**src/core_pkg.sv**
```systemverilog
//--------------------------------------------------------------------------
// Shared constants and types for the RV32 mini core
// Only the ALU subset is encoded here: R-type, I-type ALU and LUI
// Any other opcode decodes to op_illegal
//--------------------------------------------------------------------------

package core_pkg;

  //------------------------------------------------------------------------
  // Widths and reset values
  //------------------------------------------------------------------------

  localparam int xlen       = 32;
  localparam int reg_addr_w = 5;
  localparam int num_regs   = 32;

  // First fetch address and sequential step
  localparam logic [xlen-1:0] reset_pc = 32'h0000_0000;
  localparam logic [xlen-1:0] pc_step  = 32'd4;

  //------------------------------------------------------------------------
  // Major opcodes
  //------------------------------------------------------------------------

  localparam logic [6:0] op_reg = 7'b0110011;
  localparam logic [6:0] op_imm = 7'b0010011;
  localparam logic [6:0] op_lui = 7'b0110111;

  // funct3, shared by R-type and I-type forms
  localparam logic [2:0] f3_add_sub = 3'b000;
  localparam logic [2:0] f3_slt     = 3'b010;
  localparam logic [2:0] f3_xor     = 3'b100;
  localparam logic [2:0] f3_or      = 3'b110;
  localparam logic [2:0] f3_and     = 3'b111;

  // funct7, base form and the SUB variant
  localparam logic [6:0] funct7_base = 7'b0000000;
  localparam logic [6:0] funct7_sub  = 7'b0100000;

  //------------------------------------------------------------------------
  // Instruction word, two views of the same 32 bits
  //------------------------------------------------------------------------

  typedef struct packed {
    logic [6:0]            funct7;
    logic [reg_addr_w-1:0] rs2;
    logic [reg_addr_w-1:0] rs1;
    logic [2:0]            funct3;
    logic [reg_addr_w-1:0] rd;
    logic [6:0]            opcode;
  } inst_r_t;

  // LUI reuses this view, imm12/rs1/funct3 form imm[31:12]
  typedef struct packed {
    logic [11:0]           imm12;
    logic [reg_addr_w-1:0] rs1;
    logic [2:0]            funct3;
    logic [reg_addr_w-1:0] rd;
    logic [6:0]            opcode;
  } inst_i_t;

  typedef union packed {
    inst_r_t r;
    inst_i_t i;
  } inst_t;

  //------------------------------------------------------------------------
  // Decoded ALU operation
  //------------------------------------------------------------------------

  typedef enum logic [2:0] {
    op_add,
    op_sub,
    op_and,
    op_or,
    op_xor,
    op_slt,
    op_lui_pass,
    op_illegal
  } alu_op_t;

endpackage

```
**src/retire_if.sv**
```systemverilog
//--------------------------------------------------------------------------
// Link between execute and commit
// Result group flows forward, write-back group flows back one cycle later
//--------------------------------------------------------------------------

interface retire_if
  import core_pkg::*;
();

  // Result of the instruction leaving execute
  logic                  val;
  logic [xlen-1:0]       pc;
  logic [reg_addr_w-1:0] waddr;
  logic [xlen-1:0]       wdata;
  logic                  wen;
  logic                  illegal;

  // Register file write from the commit stage
  logic                  wb_en;
  logic [reg_addr_w-1:0] wb_addr;
  logic [xlen-1:0]       wb_data;

  modport exec (
    output val, pc, waddr, wdata, wen, illegal,
    input  wb_en, wb_addr, wb_data
  );

  modport commit (
    input  val, pc, waddr, wdata, wen, illegal,
    output wb_en, wb_addr, wb_data
  );

endinterface
```
**src/commit_unit.sv**
```systemverilog
//--------------------------------------------------------------------------
// Commit stage, drives the trace port and the register write-back
// instret counts every retirement, illegal ones included
//--------------------------------------------------------------------------

module commit_unit
  import core_pkg::*;
(
  input  logic                  clk,
  input  logic                  rst_n,
  retire_if.commit              res,
  output logic                  trace_val,
  output logic [xlen-1:0]       trace_pc,
  output logic [reg_addr_w-1:0] trace_waddr,
  output logic [xlen-1:0]       trace_wdata,
  output logic                  trace_wen,
  output logic                  trace_illegal,
  output logic [xlen-1:0]       instret
);

  //------------------------------------------------------------------------
  // Trace register
  //------------------------------------------------------------------------

  always_ff @(posedge clk or negedge rst_n) begin
    if (!rst_n) begin
      trace_val     <= 1'b0;
      trace_wen     <= 1'b0;
      trace_illegal <= 1'b0;
      instret       <= '0;
    end else begin
      trace_val     <= res.val;
      trace_wen     <= res.wen;
      trace_illegal <= res.illegal;
      if (res.val) begin
        instret <= instret + 1'b1;
      end
    end
  end

  // Payload holds the last retirement between valid cycles
  always_ff @(posedge clk) begin
    if (res.val) begin
      trace_pc    <= res.pc;
      trace_waddr <= res.waddr;
      trace_wdata <= res.wdata;
    end
  end

  // Write-back taken straight from the trace register
  assign res.wb_en   = trace_wen;
  assign res.wb_addr = trace_waddr;
  assign res.wb_data = trace_wdata;

  //------------------------------------------------------------------------
  // Checks
  //------------------------------------------------------------------------

  // Sequential retirement, each pc is the previous one plus 4
  // instret != 0 skips the first retirement after reset
  a_pc_in_order: assert property (
    @(posedge clk) disable iff (!rst_n)
    (res.val && instret != '0) |=> (trace_pc == $past(trace_pc) + pc_step)
  ) else $error("commit_unit: out-of-order retirement at pc %h", trace_pc);

endmodule

```
**src/exec_unit.sv**
```systemverilog
//--------------------------------------------------------------------------
// Execute stage, decode, register file and ALU in one cycle
// Operands bypass from the pending result and from write-back
// Unknown opcodes retire as illegal and never write a register
//--------------------------------------------------------------------------

module exec_unit
  import core_pkg::*;
(
  input  logic            clk,
  input  logic            rst_n,
  input  logic            f_val,
  input  logic [xlen-1:0] f_pc,
  input  inst_t           f_inst,
  retire_if.exec          res
);

  // Architectural registers, x0 is never written
  logic [xlen-1:0] regs [num_regs];

  alu_op_t               alu_op;
  logic                  use_imm;
  logic [xlen-1:0]       imm_i;
  logic [xlen-1:0]       imm_u;
  logic [xlen-1:0]       rs1_val;
  logic [xlen-1:0]       rs2_val;
  logic [xlen-1:0]       op_b;
  logic [xlen-1:0]       alu_result;
  logic [reg_addr_w-1:0] rd;

  //------------------------------------------------------------------------
  // Decode
  //------------------------------------------------------------------------

  assign rd    = f_inst.i.rd;
  // Sign-extended I immediate
  assign imm_i = {{(xlen-12){f_inst.i.imm12[11]}}, f_inst.i.imm12};
  // LUI upper immediate, low 12 bits zero
  assign imm_u = {f_inst.i.imm12, f_inst.i.rs1, f_inst.i.funct3, 12'b0};

  always_comb begin
    alu_op  = op_illegal;
    use_imm = 1'b0;
    case (f_inst.r.opcode)
      op_reg: begin
        // R-type, funct7 must be base except for SUB
        case (f_inst.r.funct3)
          f3_add_sub: begin
            if (f_inst.r.funct7 == funct7_sub) begin
              alu_op = op_sub;
            end else if (f_inst.r.funct7 == funct7_base) begin
              alu_op = op_add;
            end
          end
          f3_slt: if (f_inst.r.funct7 == funct7_base) alu_op = op_slt;
          f3_xor: if (f_inst.r.funct7 == funct7_base) alu_op = op_xor;
          f3_or:  if (f_inst.r.funct7 == funct7_base) alu_op = op_or;
          f3_and: if (f_inst.r.funct7 == funct7_base) alu_op = op_and;
          default: alu_op = op_illegal;
        endcase
      end
      op_imm: begin
        use_imm = 1'b1;
        case (f_inst.i.funct3)
          f3_add_sub: alu_op = op_add;
          f3_slt:     alu_op = op_slt;
          f3_xor:     alu_op = op_xor;
          f3_or:      alu_op = op_or;
          f3_and:     alu_op = op_and;
          // Shifts are outside the subset
          default:    alu_op = op_illegal;
        endcase
      end
      op_lui: begin
        alu_op  = op_lui_pass;
        use_imm = 1'b1;
      end
      default: alu_op = op_illegal;
    endcase
  end

  //------------------------------------------------------------------------
  // Register read with bypass
  //------------------------------------------------------------------------

  // Newest value wins: pending result, then write-back, then the array
  function automatic logic [xlen-1:0] read_operand(input logic [reg_addr_w-1:0] idx);
    logic [xlen-1:0] value;
    if (idx == '0) begin
      value = '0;
    end else if (res.wen && res.waddr == idx) begin
      value = res.wdata;
    end else if (res.wb_en && res.wb_addr == idx) begin
      value = res.wb_data;
    end else begin
      value = regs[idx];
    end
    return value;
  endfunction

  assign rs1_val = read_operand(f_inst.r.rs1);
  assign rs2_val = read_operand(f_inst.r.rs2);

  // LUI takes the upper immediate, other I-types the signed one
  assign op_b = !use_imm ? rs2_val :
                (alu_op == op_lui_pass) ? imm_u : imm_i;

  // Write port driven by commit
  always_ff @(posedge clk) begin
    if (res.wb_en && res.wb_addr != '0) begin
      regs[res.wb_addr] <= res.wb_data;
    end
  end

  //------------------------------------------------------------------------
  // ALU
  //------------------------------------------------------------------------

  always_comb begin
    case (alu_op)
      op_add:      alu_result = rs1_val + op_b;
      op_sub:      alu_result = rs1_val - op_b;
      op_and:      alu_result = rs1_val & op_b;
      op_or:       alu_result = rs1_val | op_b;
      op_xor:      alu_result = rs1_val ^ op_b;
      op_slt:      alu_result = {{(xlen-1){1'b0}}, $signed(rs1_val) < $signed(op_b)};
      op_lui_pass: alu_result = op_b;
      default:     alu_result = '0;
    endcase
  end

  //------------------------------------------------------------------------
  // Result register
  //------------------------------------------------------------------------

  always_ff @(posedge clk or negedge rst_n) begin
    if (!rst_n) begin
      res.val     <= 1'b0;
      res.wen     <= 1'b0;
      res.illegal <= 1'b0;
    end else begin
      res.val     <= f_val;
      // No write for x0 or an illegal word
      res.wen     <= f_val && (alu_op != op_illegal) && (rd != '0);
      res.illegal <= f_val && (alu_op == op_illegal);
    end
  end

  always_ff @(posedge clk) begin
    res.pc    <= f_pc;
    res.waddr <= rd;
    res.wdata <= alu_result;
  end

  // An illegal retirement must not reach the register file
  a_illegal_no_wb: assert property (
    @(posedge clk) disable iff (!rst_n)
    res.illegal |=> !res.wb_en
  ) else $error("exec_unit: write-back to x%0d after illegal retirement", res.wb_addr);

endmodule

```
**src/fetch_unit.sv**
```systemverilog
//--------------------------------------------------------------------------
// Fetch stage, pc steps by 4 every cycle, no branches and no stalls
// Instruction memory must answer in the same cycle as the address
//--------------------------------------------------------------------------

module fetch_unit
  import core_pkg::*;
(
  input  logic            clk,
  input  logic            rst_n,
  input  inst_t           imem_data,
  output logic [xlen-1:0] imem_addr,
  output logic            f_val,
  output logic [xlen-1:0] f_pc,
  output inst_t           f_inst
);

  // Address of the word being fetched this cycle
  logic [xlen-1:0] pc;

  assign imem_addr = pc;

  //------------------------------------------------------------------------
  // Program counter and valid
  //------------------------------------------------------------------------

  always_ff @(posedge clk or negedge rst_n) begin
    if (!rst_n) begin
      pc    <= reset_pc;
      f_val <= 1'b0;
    end else begin
      // Straight-line code only
      pc    <= pc + pc_step;
      f_val <= 1'b1;
    end
  end

  // Fetched word paired with its pc
  always_ff @(posedge clk) begin
    f_pc   <= pc;
    f_inst <= imem_data;
  end

  //------------------------------------------------------------------------
  // Checks
  //------------------------------------------------------------------------

  // Fetch address stays on a word boundary
  a_imem_aligned: assert property (
    @(posedge clk) disable iff (!rst_n)
    imem_addr[1:0] == 2'b00
  ) else $error("fetch_unit: misaligned fetch address %h", imem_addr);

endmodule

```
**src/mini_core.sv**
```systemverilog
//--------------------------------------------------------------------------
// RV32 ALU-subset core, three stages, fixed latency of 3 cycles
// imem_data must be returned in the cycle imem_addr is driven
//--------------------------------------------------------------------------

module mini_core
  import core_pkg::*;
(
  input  logic                  clk,
  input  logic                  rst_n,
  // Instruction port
  output logic [xlen-1:0]       imem_addr,
  input  logic [xlen-1:0]       imem_data,
  // Retirement trace
  output logic                  trace_val,
  output logic [xlen-1:0]       trace_pc,
  output logic [reg_addr_w-1:0] trace_waddr,
  output logic [xlen-1:0]       trace_wdata,
  output logic                  trace_wen,
  output logic                  trace_illegal,
  output logic [xlen-1:0]       instret
);

  // Fetch to execute
  logic            f_val;
  logic [xlen-1:0] f_pc;
  inst_t           f_inst;

  // Execute to commit and back
  retire_if u_res ();

  fetch_unit u_fetch (
    .clk       (clk),
    .rst_n     (rst_n),
    .imem_data (imem_data),
    .imem_addr (imem_addr),
    .f_val     (f_val),
    .f_pc      (f_pc),
    .f_inst    (f_inst)
  );

  exec_unit u_exec (
    .clk    (clk),
    .rst_n  (rst_n),
    .f_val  (f_val),
    .f_pc   (f_pc),
    .f_inst (f_inst),
    .res    (u_res.exec)
  );

  commit_unit u_commit (
    .clk           (clk),
    .rst_n         (rst_n),
    .res           (u_res.commit),
    .trace_val     (trace_val),
    .trace_pc      (trace_pc),
    .trace_waddr   (trace_waddr),
    .trace_wdata   (trace_wdata),
    .trace_wen     (trace_wen),
    .trace_illegal (trace_illegal),
    .instret       (instret)
  );

endmodule

```
**config.mk**
```make
export PLATFORM = sky130hd
export DESIGN_NAME = mini_core
export DESIGN_NICKNAME = d
export VERILOG_FILES = /design/src/core_pkg.sv /design/src/retire_if.sv /design/src/commit_unit.sv /design/src/exec_unit.sv /design/src/fetch_unit.sv /design/src/mini_core.sv
export SDC_FILE = /design/constraint.sdc
export NUM_CORES = 2
export LEC_CHECK = 0
export ABC_AREA = 1
export BUFFER_PORTS_ARGS = -buffer_cell sky130_fd_sc_hd__buf_2
export CAP_MARGIN = 10
export CORE_AREA = 2 2 371 464
export DETAILED_ROUTE_END_ITERATION = 8
export DIE_AREA = 0 0 373 466
export GPL_TIMING_DRIVEN = 1
export PLACE_DENSITY = 0.55
export SYNTH_ARGS = -nofsm -noshare
export SYNTH_HDL_FRONTEND = slang
export SYNTH_HIERARCHICAL = 1
export SYNTH_SLANG_ARGS = --single-unit
```
**constraint.sdc**
```tcl
create_clock -name clk -period 5.4 [get_ports clk]
set_clock_uncertainty 0.15 [all_clocks]
set_input_delay 0.27 -clock clk [delete_from_list [all_inputs] [get_ports clk]]
set_output_delay 0.27 -clock clk [all_outputs]
set_load 0.01 [all_outputs]
```
=== Word level (Yosys, flattened, before mapping) ===
Memory sizes are Yosys's and may differ from the RTL's. A register that Yosys moved wholly into a read port is not among the register bits.
Cells that the tools add are included.

* Bits in registers: 273
* Memory bits (writable): 1024
* Output and inout bits: 136
* Logic and storage cells: 83
* Memories: 1

{| class="wikitable"
|+ Memories
! memory !! depth !! bits a word !! rd ports !! clocked after Yosys merged registers in !! write ports !! line !! text
|-
| u_exec.regs || 32 || 32 || 2 || 2 || 1 || exec_unit.sv:19 || <nowiki>logic [xlen-1:0] regs [num_regs];</nowiki>
|}

* Add/sub/neg operators: 4
* Magnitude comparators: 1
* Equal/unequal tests: 20
* Muxes and demuxes: 21
* Bitwise logic cells: 3
* Reductions and logical operators: 16

{| class="wikitable"
|+ Operators by type and width
! cell !! count
|-
| 32-bit 2-to-1 mux || 7
|-
| 32-bit one-hot mux with 7 select lines || 1
|-
| 32-bit by 1-bit adder with 32-bit output (second input constant) || 1
|-
| 32-bit by 3-bit adder with 32-bit output (second input constant) || 1
|-
| 32-bit adder || 1
|-
| 32-bit bitwise AND || 1
|-
| 32-bit < comparator || 1
|-
| 32-bit OR || 1
|-
| 32-bit subtractor || 1
|-
| 32-bit XOR || 1
|-
| 31-bit 2-to-1 mux || 1
|-
| 3-bit one-hot mux with 5 select lines || 2
|-
| 3-bit == test (second input constant) || 7
|-
| 7-bit by 6-bit == test with 1-bit output (second input constant) || 3
|-
| 5-bit == test || 4
|-
| 3-bit 2-to-1 mux || 4
|-
| 5-bit zero test || 2
|-
| 5-bit nonzero test || 2
|-
| 3-bit by 2-bit == test with 1-bit output (second input constant) || 3
|-
| 3-bit one-hot mux with 3 select lines || 1
|-
| 1-bit logical AND || 8
|-
| 7-bit by 5-bit == test with 1-bit output (second input constant) || 1
|-
| 7-bit zero test || 1
|-
| 3-bit zero test || 2
|-
| 5 further kinds || 8
|}

=== Longest topological paths before layout ===
* Depth in word-level cells: 10
* Gate-level depth with buffers: 31
* Mapped depth without buffers: 28

=== By module ===
The synthesis kept the hierarchy.

{| class="wikitable"
|+ By module, submodules not included
! module !! instances !! cells an instance !! area each (sq um)
|-
| exec_unit || 1 || 7119 || 60270.3
|-
| commit_unit || 1 || 325 || 4177.8
|-
| fetch_unit || 1 || 273 || 2959.1
|}

=== Least setup slack after synthesis ===
Ideal clock, no wire load.

* Path type: flip-flop to flip-flop
* From: register u_commit.trace_waddr[3], in the netlist u_commit/res.wb_addr[3]
* To: register u_exec.res.wdata[16]
* Arrival: 3210 ps
* Data required time: 5136 ps
* Path slack: 1926 ps
* Stages on the path, launching flop included: 26
* Path buffers: 3
* Period minus slack after synthesis: 3474 ps
* Cell sequence: edfxtp_1 > buf_2 > inv_1 > nand2_1 > a21oi_1 > nand3_1 > buf_2 > buf_1 > nand3_1 > nand3_1 > nand2_1 > nand2_1 > ha_1 > fa_1 > nand2_1 > nand3_1 > o21ai_0 > inv_1 > nand2_1 > nand2_1 > nand3b_1 > nand2_1 > xor2_1 > nor2_1 > nor2_1 > nand2_1

* Word-level cells in the longest chain between the ends: 8

{| class="wikitable"
|+ Ends and longest elaborated chain
! what !! line !! text
|-
| from (decl) || commit_unit.sv:14 || <nowiki>output logic [reg_addr_w-1:0] trace_waddr,</nowiki>
|-
| from (signal assigned) || commit_unit.sv:45 || <nowiki>trace_waddr <= res.waddr;</nowiki>
|-
| 5-bit == test || exec_unit.sv:93 || <nowiki>end else if (res.wb_en && res.wb_addr == idx) begin</nowiki>
|-
| 1-bit logical AND || exec_unit.sv:93 ||
|-
| 32-bit 2-to-1 mux || exec_unit.sv:93 ||
|-
| 32-bit 2-to-1 mux || exec_unit.sv:91 || <nowiki>end else if (res.wen && res.waddr == idx) begin</nowiki>
|-
| 32-bit 2-to-1 mux || exec_unit.sv:89 || <nowiki>if (idx == '0) begin</nowiki>
|-
| 32-bit 2-to-1 mux || exec_unit.sv:105 || <nowiki>assign op_b = !use_imm ? rs2_val :</nowiki>
|-
| 32-bit subtractor, or another cell as far along || exec_unit.sv:122 || <nowiki>op_sub: alu_result = rs1_val - op_b;</nowiki>
|-
| 32-bit one-hot mux with 7 select lines * || exec_unit.sv:120 || <nowiki>case (alu_op)</nowiki>
|-
| named net u_exec.alu_result[16] || exec_unit.sv:28 || <nowiki>logic [xlen-1:0] alu_result;</nowiki>
|-
| to (signal assigned) || exec_unit.sv:152 || <nowiki>res.wdata <= alu_result;</nowiki>
|-
| to (decl) || retire_if.sv:24 || <nowiki>output val, pc, waddr, wdata, wen, illegal,</nowiki>
|}

The timed path passes the listed nets; every way through them passes the cells marked *.
A chain may end at the register's enable or synchronous reset.

=== Final worst setup path ===
* From: register u_fetch/f_inst[20] (netlist bit)
* To: register u_exec.res.wdata[27]

* Word-level cells in the longest chain between the ends: 8

{| class="wikitable"
|+ Ends and longest elaborated chain
! what !! line !! text
|-
| from (decl) || fetch_unit.sv:15 || <nowiki>output inst_t f_inst</nowiki>
|-
| from (signal assigned) || fetch_unit.sv:41 || <nowiki>f_inst <= imem_data;</nowiki>
|-
| 5-bit == test || exec_unit.sv:93 ||
|-
| 1-bit logical AND || exec_unit.sv:93 ||
|-
| 32-bit 2-to-1 mux || exec_unit.sv:93 ||
|-
| 32-bit 2-to-1 mux || exec_unit.sv:91 ||
|-
| 32-bit 2-to-1 mux || exec_unit.sv:89 ||
|-
| 32-bit 2-to-1 mux * || exec_unit.sv:105 ||
|-
| 32-bit subtractor, or another cell as far along || exec_unit.sv:122 ||
|-
| 32-bit one-hot mux with 7 select lines * || exec_unit.sv:120 ||
|-
| named net u_exec.alu_result[27] || exec_unit.sv:28 ||
|}

Marked as above.

==> summary.txt <==
Run status
  • Status: finished, final reports clean

Detailed routing
  • DR iter-0 viols: 7837
  • Drt pass-1 iters: 7
  • Vias per cell: 5.98
  • Routed wl met3: 27500 um
  • DRT met1 WL: 106000 um
  • Final ANT Viol Nets: 0
  • Top Metal Used: met5
  • WL met2: 130000 um
  • Avg WL per Cell: 27.7 um
  • Residual DRC: 0
  • Post-Route WL: 284000 um
  • Vias: 61500

Yosys
  • Ys Warns: 6
  • Yosys top cell by area: edfxtp_1
  • Yosys top cell area share: 48.7%
  • FFs w/ async S/R, synth: 5.34%
  • Top cells by area, synth: edfxtp_1 49%, nand2_1 9.0%, o21ai_0 6.9%
  • Post-synthesis sequential area ratio: 55.1%
  • Seq cells post-synth: 1293
  • Top_reg_cell synth: edfxtp_1
  • EDFF count, synth: 1093
  • Mapped Area: 67400 um^2
  • Syn Area/Cell: 8.73 um^2
  • Synth unique cells: 55
  • Post-Syn Instances: 7717

Worst setup path
  • Worst Reg-to-Reg Cells: 23
  • CP Capture Type: flop
  • Data required time of the critical path: 5.92 ns
  • Setup Crit Path Kind: flop to flop
  • Reg2Reg Launch Point: u_fetch/f_inst[20]
  • Flop-to-flop setup slack: 0.11 ns
  • Reg2reg end: u_exec/res.wdata[27]
  • Max incr delay on CP: 0.57 ns
  • CP Max Fanout: 54
  • Startpoint Class: flop
  • CP cell instances: buf_4 -> buf_6 -> o21ai_0 -> nor2_1 -> nor2_1 -> o21ai_0 -> nand3_1 -> nand2_1 -> o21bai_1 -> nand2_1 -> nand2_1 -> a21boi_0 -> ha_1 -> inv_1 -> nand2_1 -> nand2_1 -> nand2_1 -> nand2_1 -> o21bai_1 -> a21oi_1 -> nand3_1 -> nand3_1 -> nand3_1
  • CP bufs+invs: 3
  • Worst path most repeated cell: nand2_1
  • Data arrival, critical path: 5.81 ns
  • CP startpoint: u_fetch/f_inst[20]
  • Worst path slowest cell: dfxtp_4
  • CP delay by family, top: simple AND/OR/NAND/NOR gates

Floorplanning
  • IO Pins: 170
  • Die ar.: 174000 um^2
  • Chip height: 466 um
  • Die width: 373 um
  • Rows: 169
  • Initial core utilization: 39.8%
  • Core area: 169000 um^2

STA
  • Minimum clock period: 5.29 ns
  • Measured slew at the worst slew-check pin: 1.30 ns
  • Slew HR: 13.4%
  • Setup Viol. Count Final: 0
  • Hold Fails Final Rpt: 0
  • RSZ-0062 raised after global routing: no
  • Period utilization: 97.9%
  • Slew Viols, Final: 0
  • Fmax: 189 MHz
  • Fin Setup TNS: 0 ns

Global route
  • Pin count of the biggest net entering global routing: 118
  • Initial antenna violation count: 5
  • GRT Util Overall: 31.8%
  • GR Overflow Total: 0
  • Number of global-route vias before repair: 58400
  • First-pass GRT wire length: 405000 um

Placement
  • DP Area: 72300 um^2
  • Post-DP HPWL: 183000 um
  • GP Congestion: 1.09
  • Port Buffer Count: 167

Clock network
  • Worst-path clk slew: 0.07 ns
  • Num CTS Buffers: 139
  • CTS tree: built
  • Post-CTS setup buffers: 0
  • H-tree depth: 4
  • Clk_lat worst skew: 0.80 ns
  • CTS max path bufs: 3
  • Clock Sink Count: 1293
  • CTS root buf: clkbuf_16

Layout
  • Area delta synth->final: 14.8%
  • Nets: 8071
  • Final Instance Area: 77400 um^2
  • Commonest non-fill, non-tap cell in the layout: nand2_1
  • Most frequent cells in the layout: 1617 x nand2_1, 1093 x edfxtp_1, 1060 x nor2_1
  • Share of layout cells above drive strength 1: 10.7%

Worst hold path
  • Hold Crit Class: input pin to asynchronous set/reset pin

Power and ir drop
  • Maximum vdd drop: 0.000354 V
  • Leakage: 30.2 nW
  • Power Dens Cells: 317 nW/um^2

Run
  • Max-cap viol count: 0
## per-layer routing
metal  up-vias  GRT usage [%]
li1      27000              -
met1     29800           39.0
met2      3720           51.1
met3       944           6.57
met4         2           20.3
met5         -              0
## synthesized netlist by cell type, types with 28 or more instances
cell      instances
nand2_1        1617
nand3_1         718
buf_1            29
o211ai_1        132
dfxtp_1         131
o21ai_0         928
nor3_1           28
inv_1           403
dfrtp_1          69
nand4_1          51
o22ai_1         212
a21oi_1         313
buf_2           185
o21ai_1          44
clkbuf_1        258
xor2_1           33
buf_4            69
edfxtp_1       1093
nor2_1         1095
ha_1            106
## power by group
group | internal, mW | leakage (nW) | switching [mW] | total [mW]
clock network | 5.40 | 2.17 | 4.15 | 9.56
registers | 10.9 | 12.0 | 0.105 | 11.0
logic | 1.17 | 16.0 | 2.80 | 3.97
total | 17.4 | 30.2 | 7.06 | 24.5
## registers in the layout (all words and copies together), names as in the netlist, 30 cells and up
name	count
u_commit/instret	32
u_commit/res.wb_data	32
u_commit/trace_pc	32
u_exec/regs	1024
u_exec/res.pc	32
u_exec/res.wdata	32
u_fetch/f_inst	32
u_fetch/f_pc	30
u_fetch/imem_addr	30
## logic make-up (layout without fill, tap and decap cells)
kind of cell / Yosys count / count (layout) / synth area share (%)
compound gates: 1690 / 1690 / 13.7
xor+xnor: 47 / 47 / 0.633
fa+ha+maj: 108 / 108 / 2.03
buf+inv: 976 / 1266 / 6.23
flops: 1293 / 1293 / 55.1
other cells: 3 / 46 / 0.0167
simple gates: 3600 / 3600 / 22.2
## layout make-up
type,instances,area (um^2)
Multi-Input combinational cell,5482,26400
Tap cell,2223,2780
Inverter,429,1650
Sequential cell,1293,37200
Clock inverter,76,684
Clock buffer,177,3750
Fill cell,16100,92000
Antenna cell,9,22.5
Timing Repair Buffer,584,4840
## through the flow
step | std cells | hold slack [ns] | utilization (%) | power (mW) | worst slack [ns]
2_1_floorplan | 7751 | -0.176 | - | 13.3 | 1.93
3_3_place_gp | 9949 | -0.0412 | 42.7 | 15.0 | 0.229
3_5_place_dp | 9951 | -0.0419 | 42.7 | 15.0 | 0.238
4_1_cts | 10300 | 0.00560 | 45.7 | 24.5 | 0.222
5_1_grt | 10300 | 0.0405 | 45.7 | 25.2 | 0.0315
6_report | 10300 | 0.0472 | 45.7 | 24.5 | 0.111
## worst min-delay path, stage by stage
cell,delay (ns)
dlygate4sd3_1,0.52
buf_4,0.10
buf_4,0.64
## worst max-delay path by stage
stage | cells past startpoint | slack (ns) | to
2_1_floorplan | 25 | 1.93 | u_exec/res.wdata[16]
3_3_place_gp | 20 | 0.23 | u_exec/res.wdata[27]
3_5_place_dp | 23 | 0.24 | u_exec/res.wdata[27]
4_1_cts | 23 | 0.22 | u_exec/res.wdata[27]
5_1_grt | 20 | 0.03 | u_exec/res.wdata[27]
6_report | 23 | 0.11 | u_exec/res.wdata[27]
## timing repair
action | CTS | global route
hold endpoints to repair | 101 | 0
endpoints found under the setup margin | 0 | 3
hold buffers | 60 | 0
gates resized for setup | 0 | 4
(Power assumes the default switching activity.)
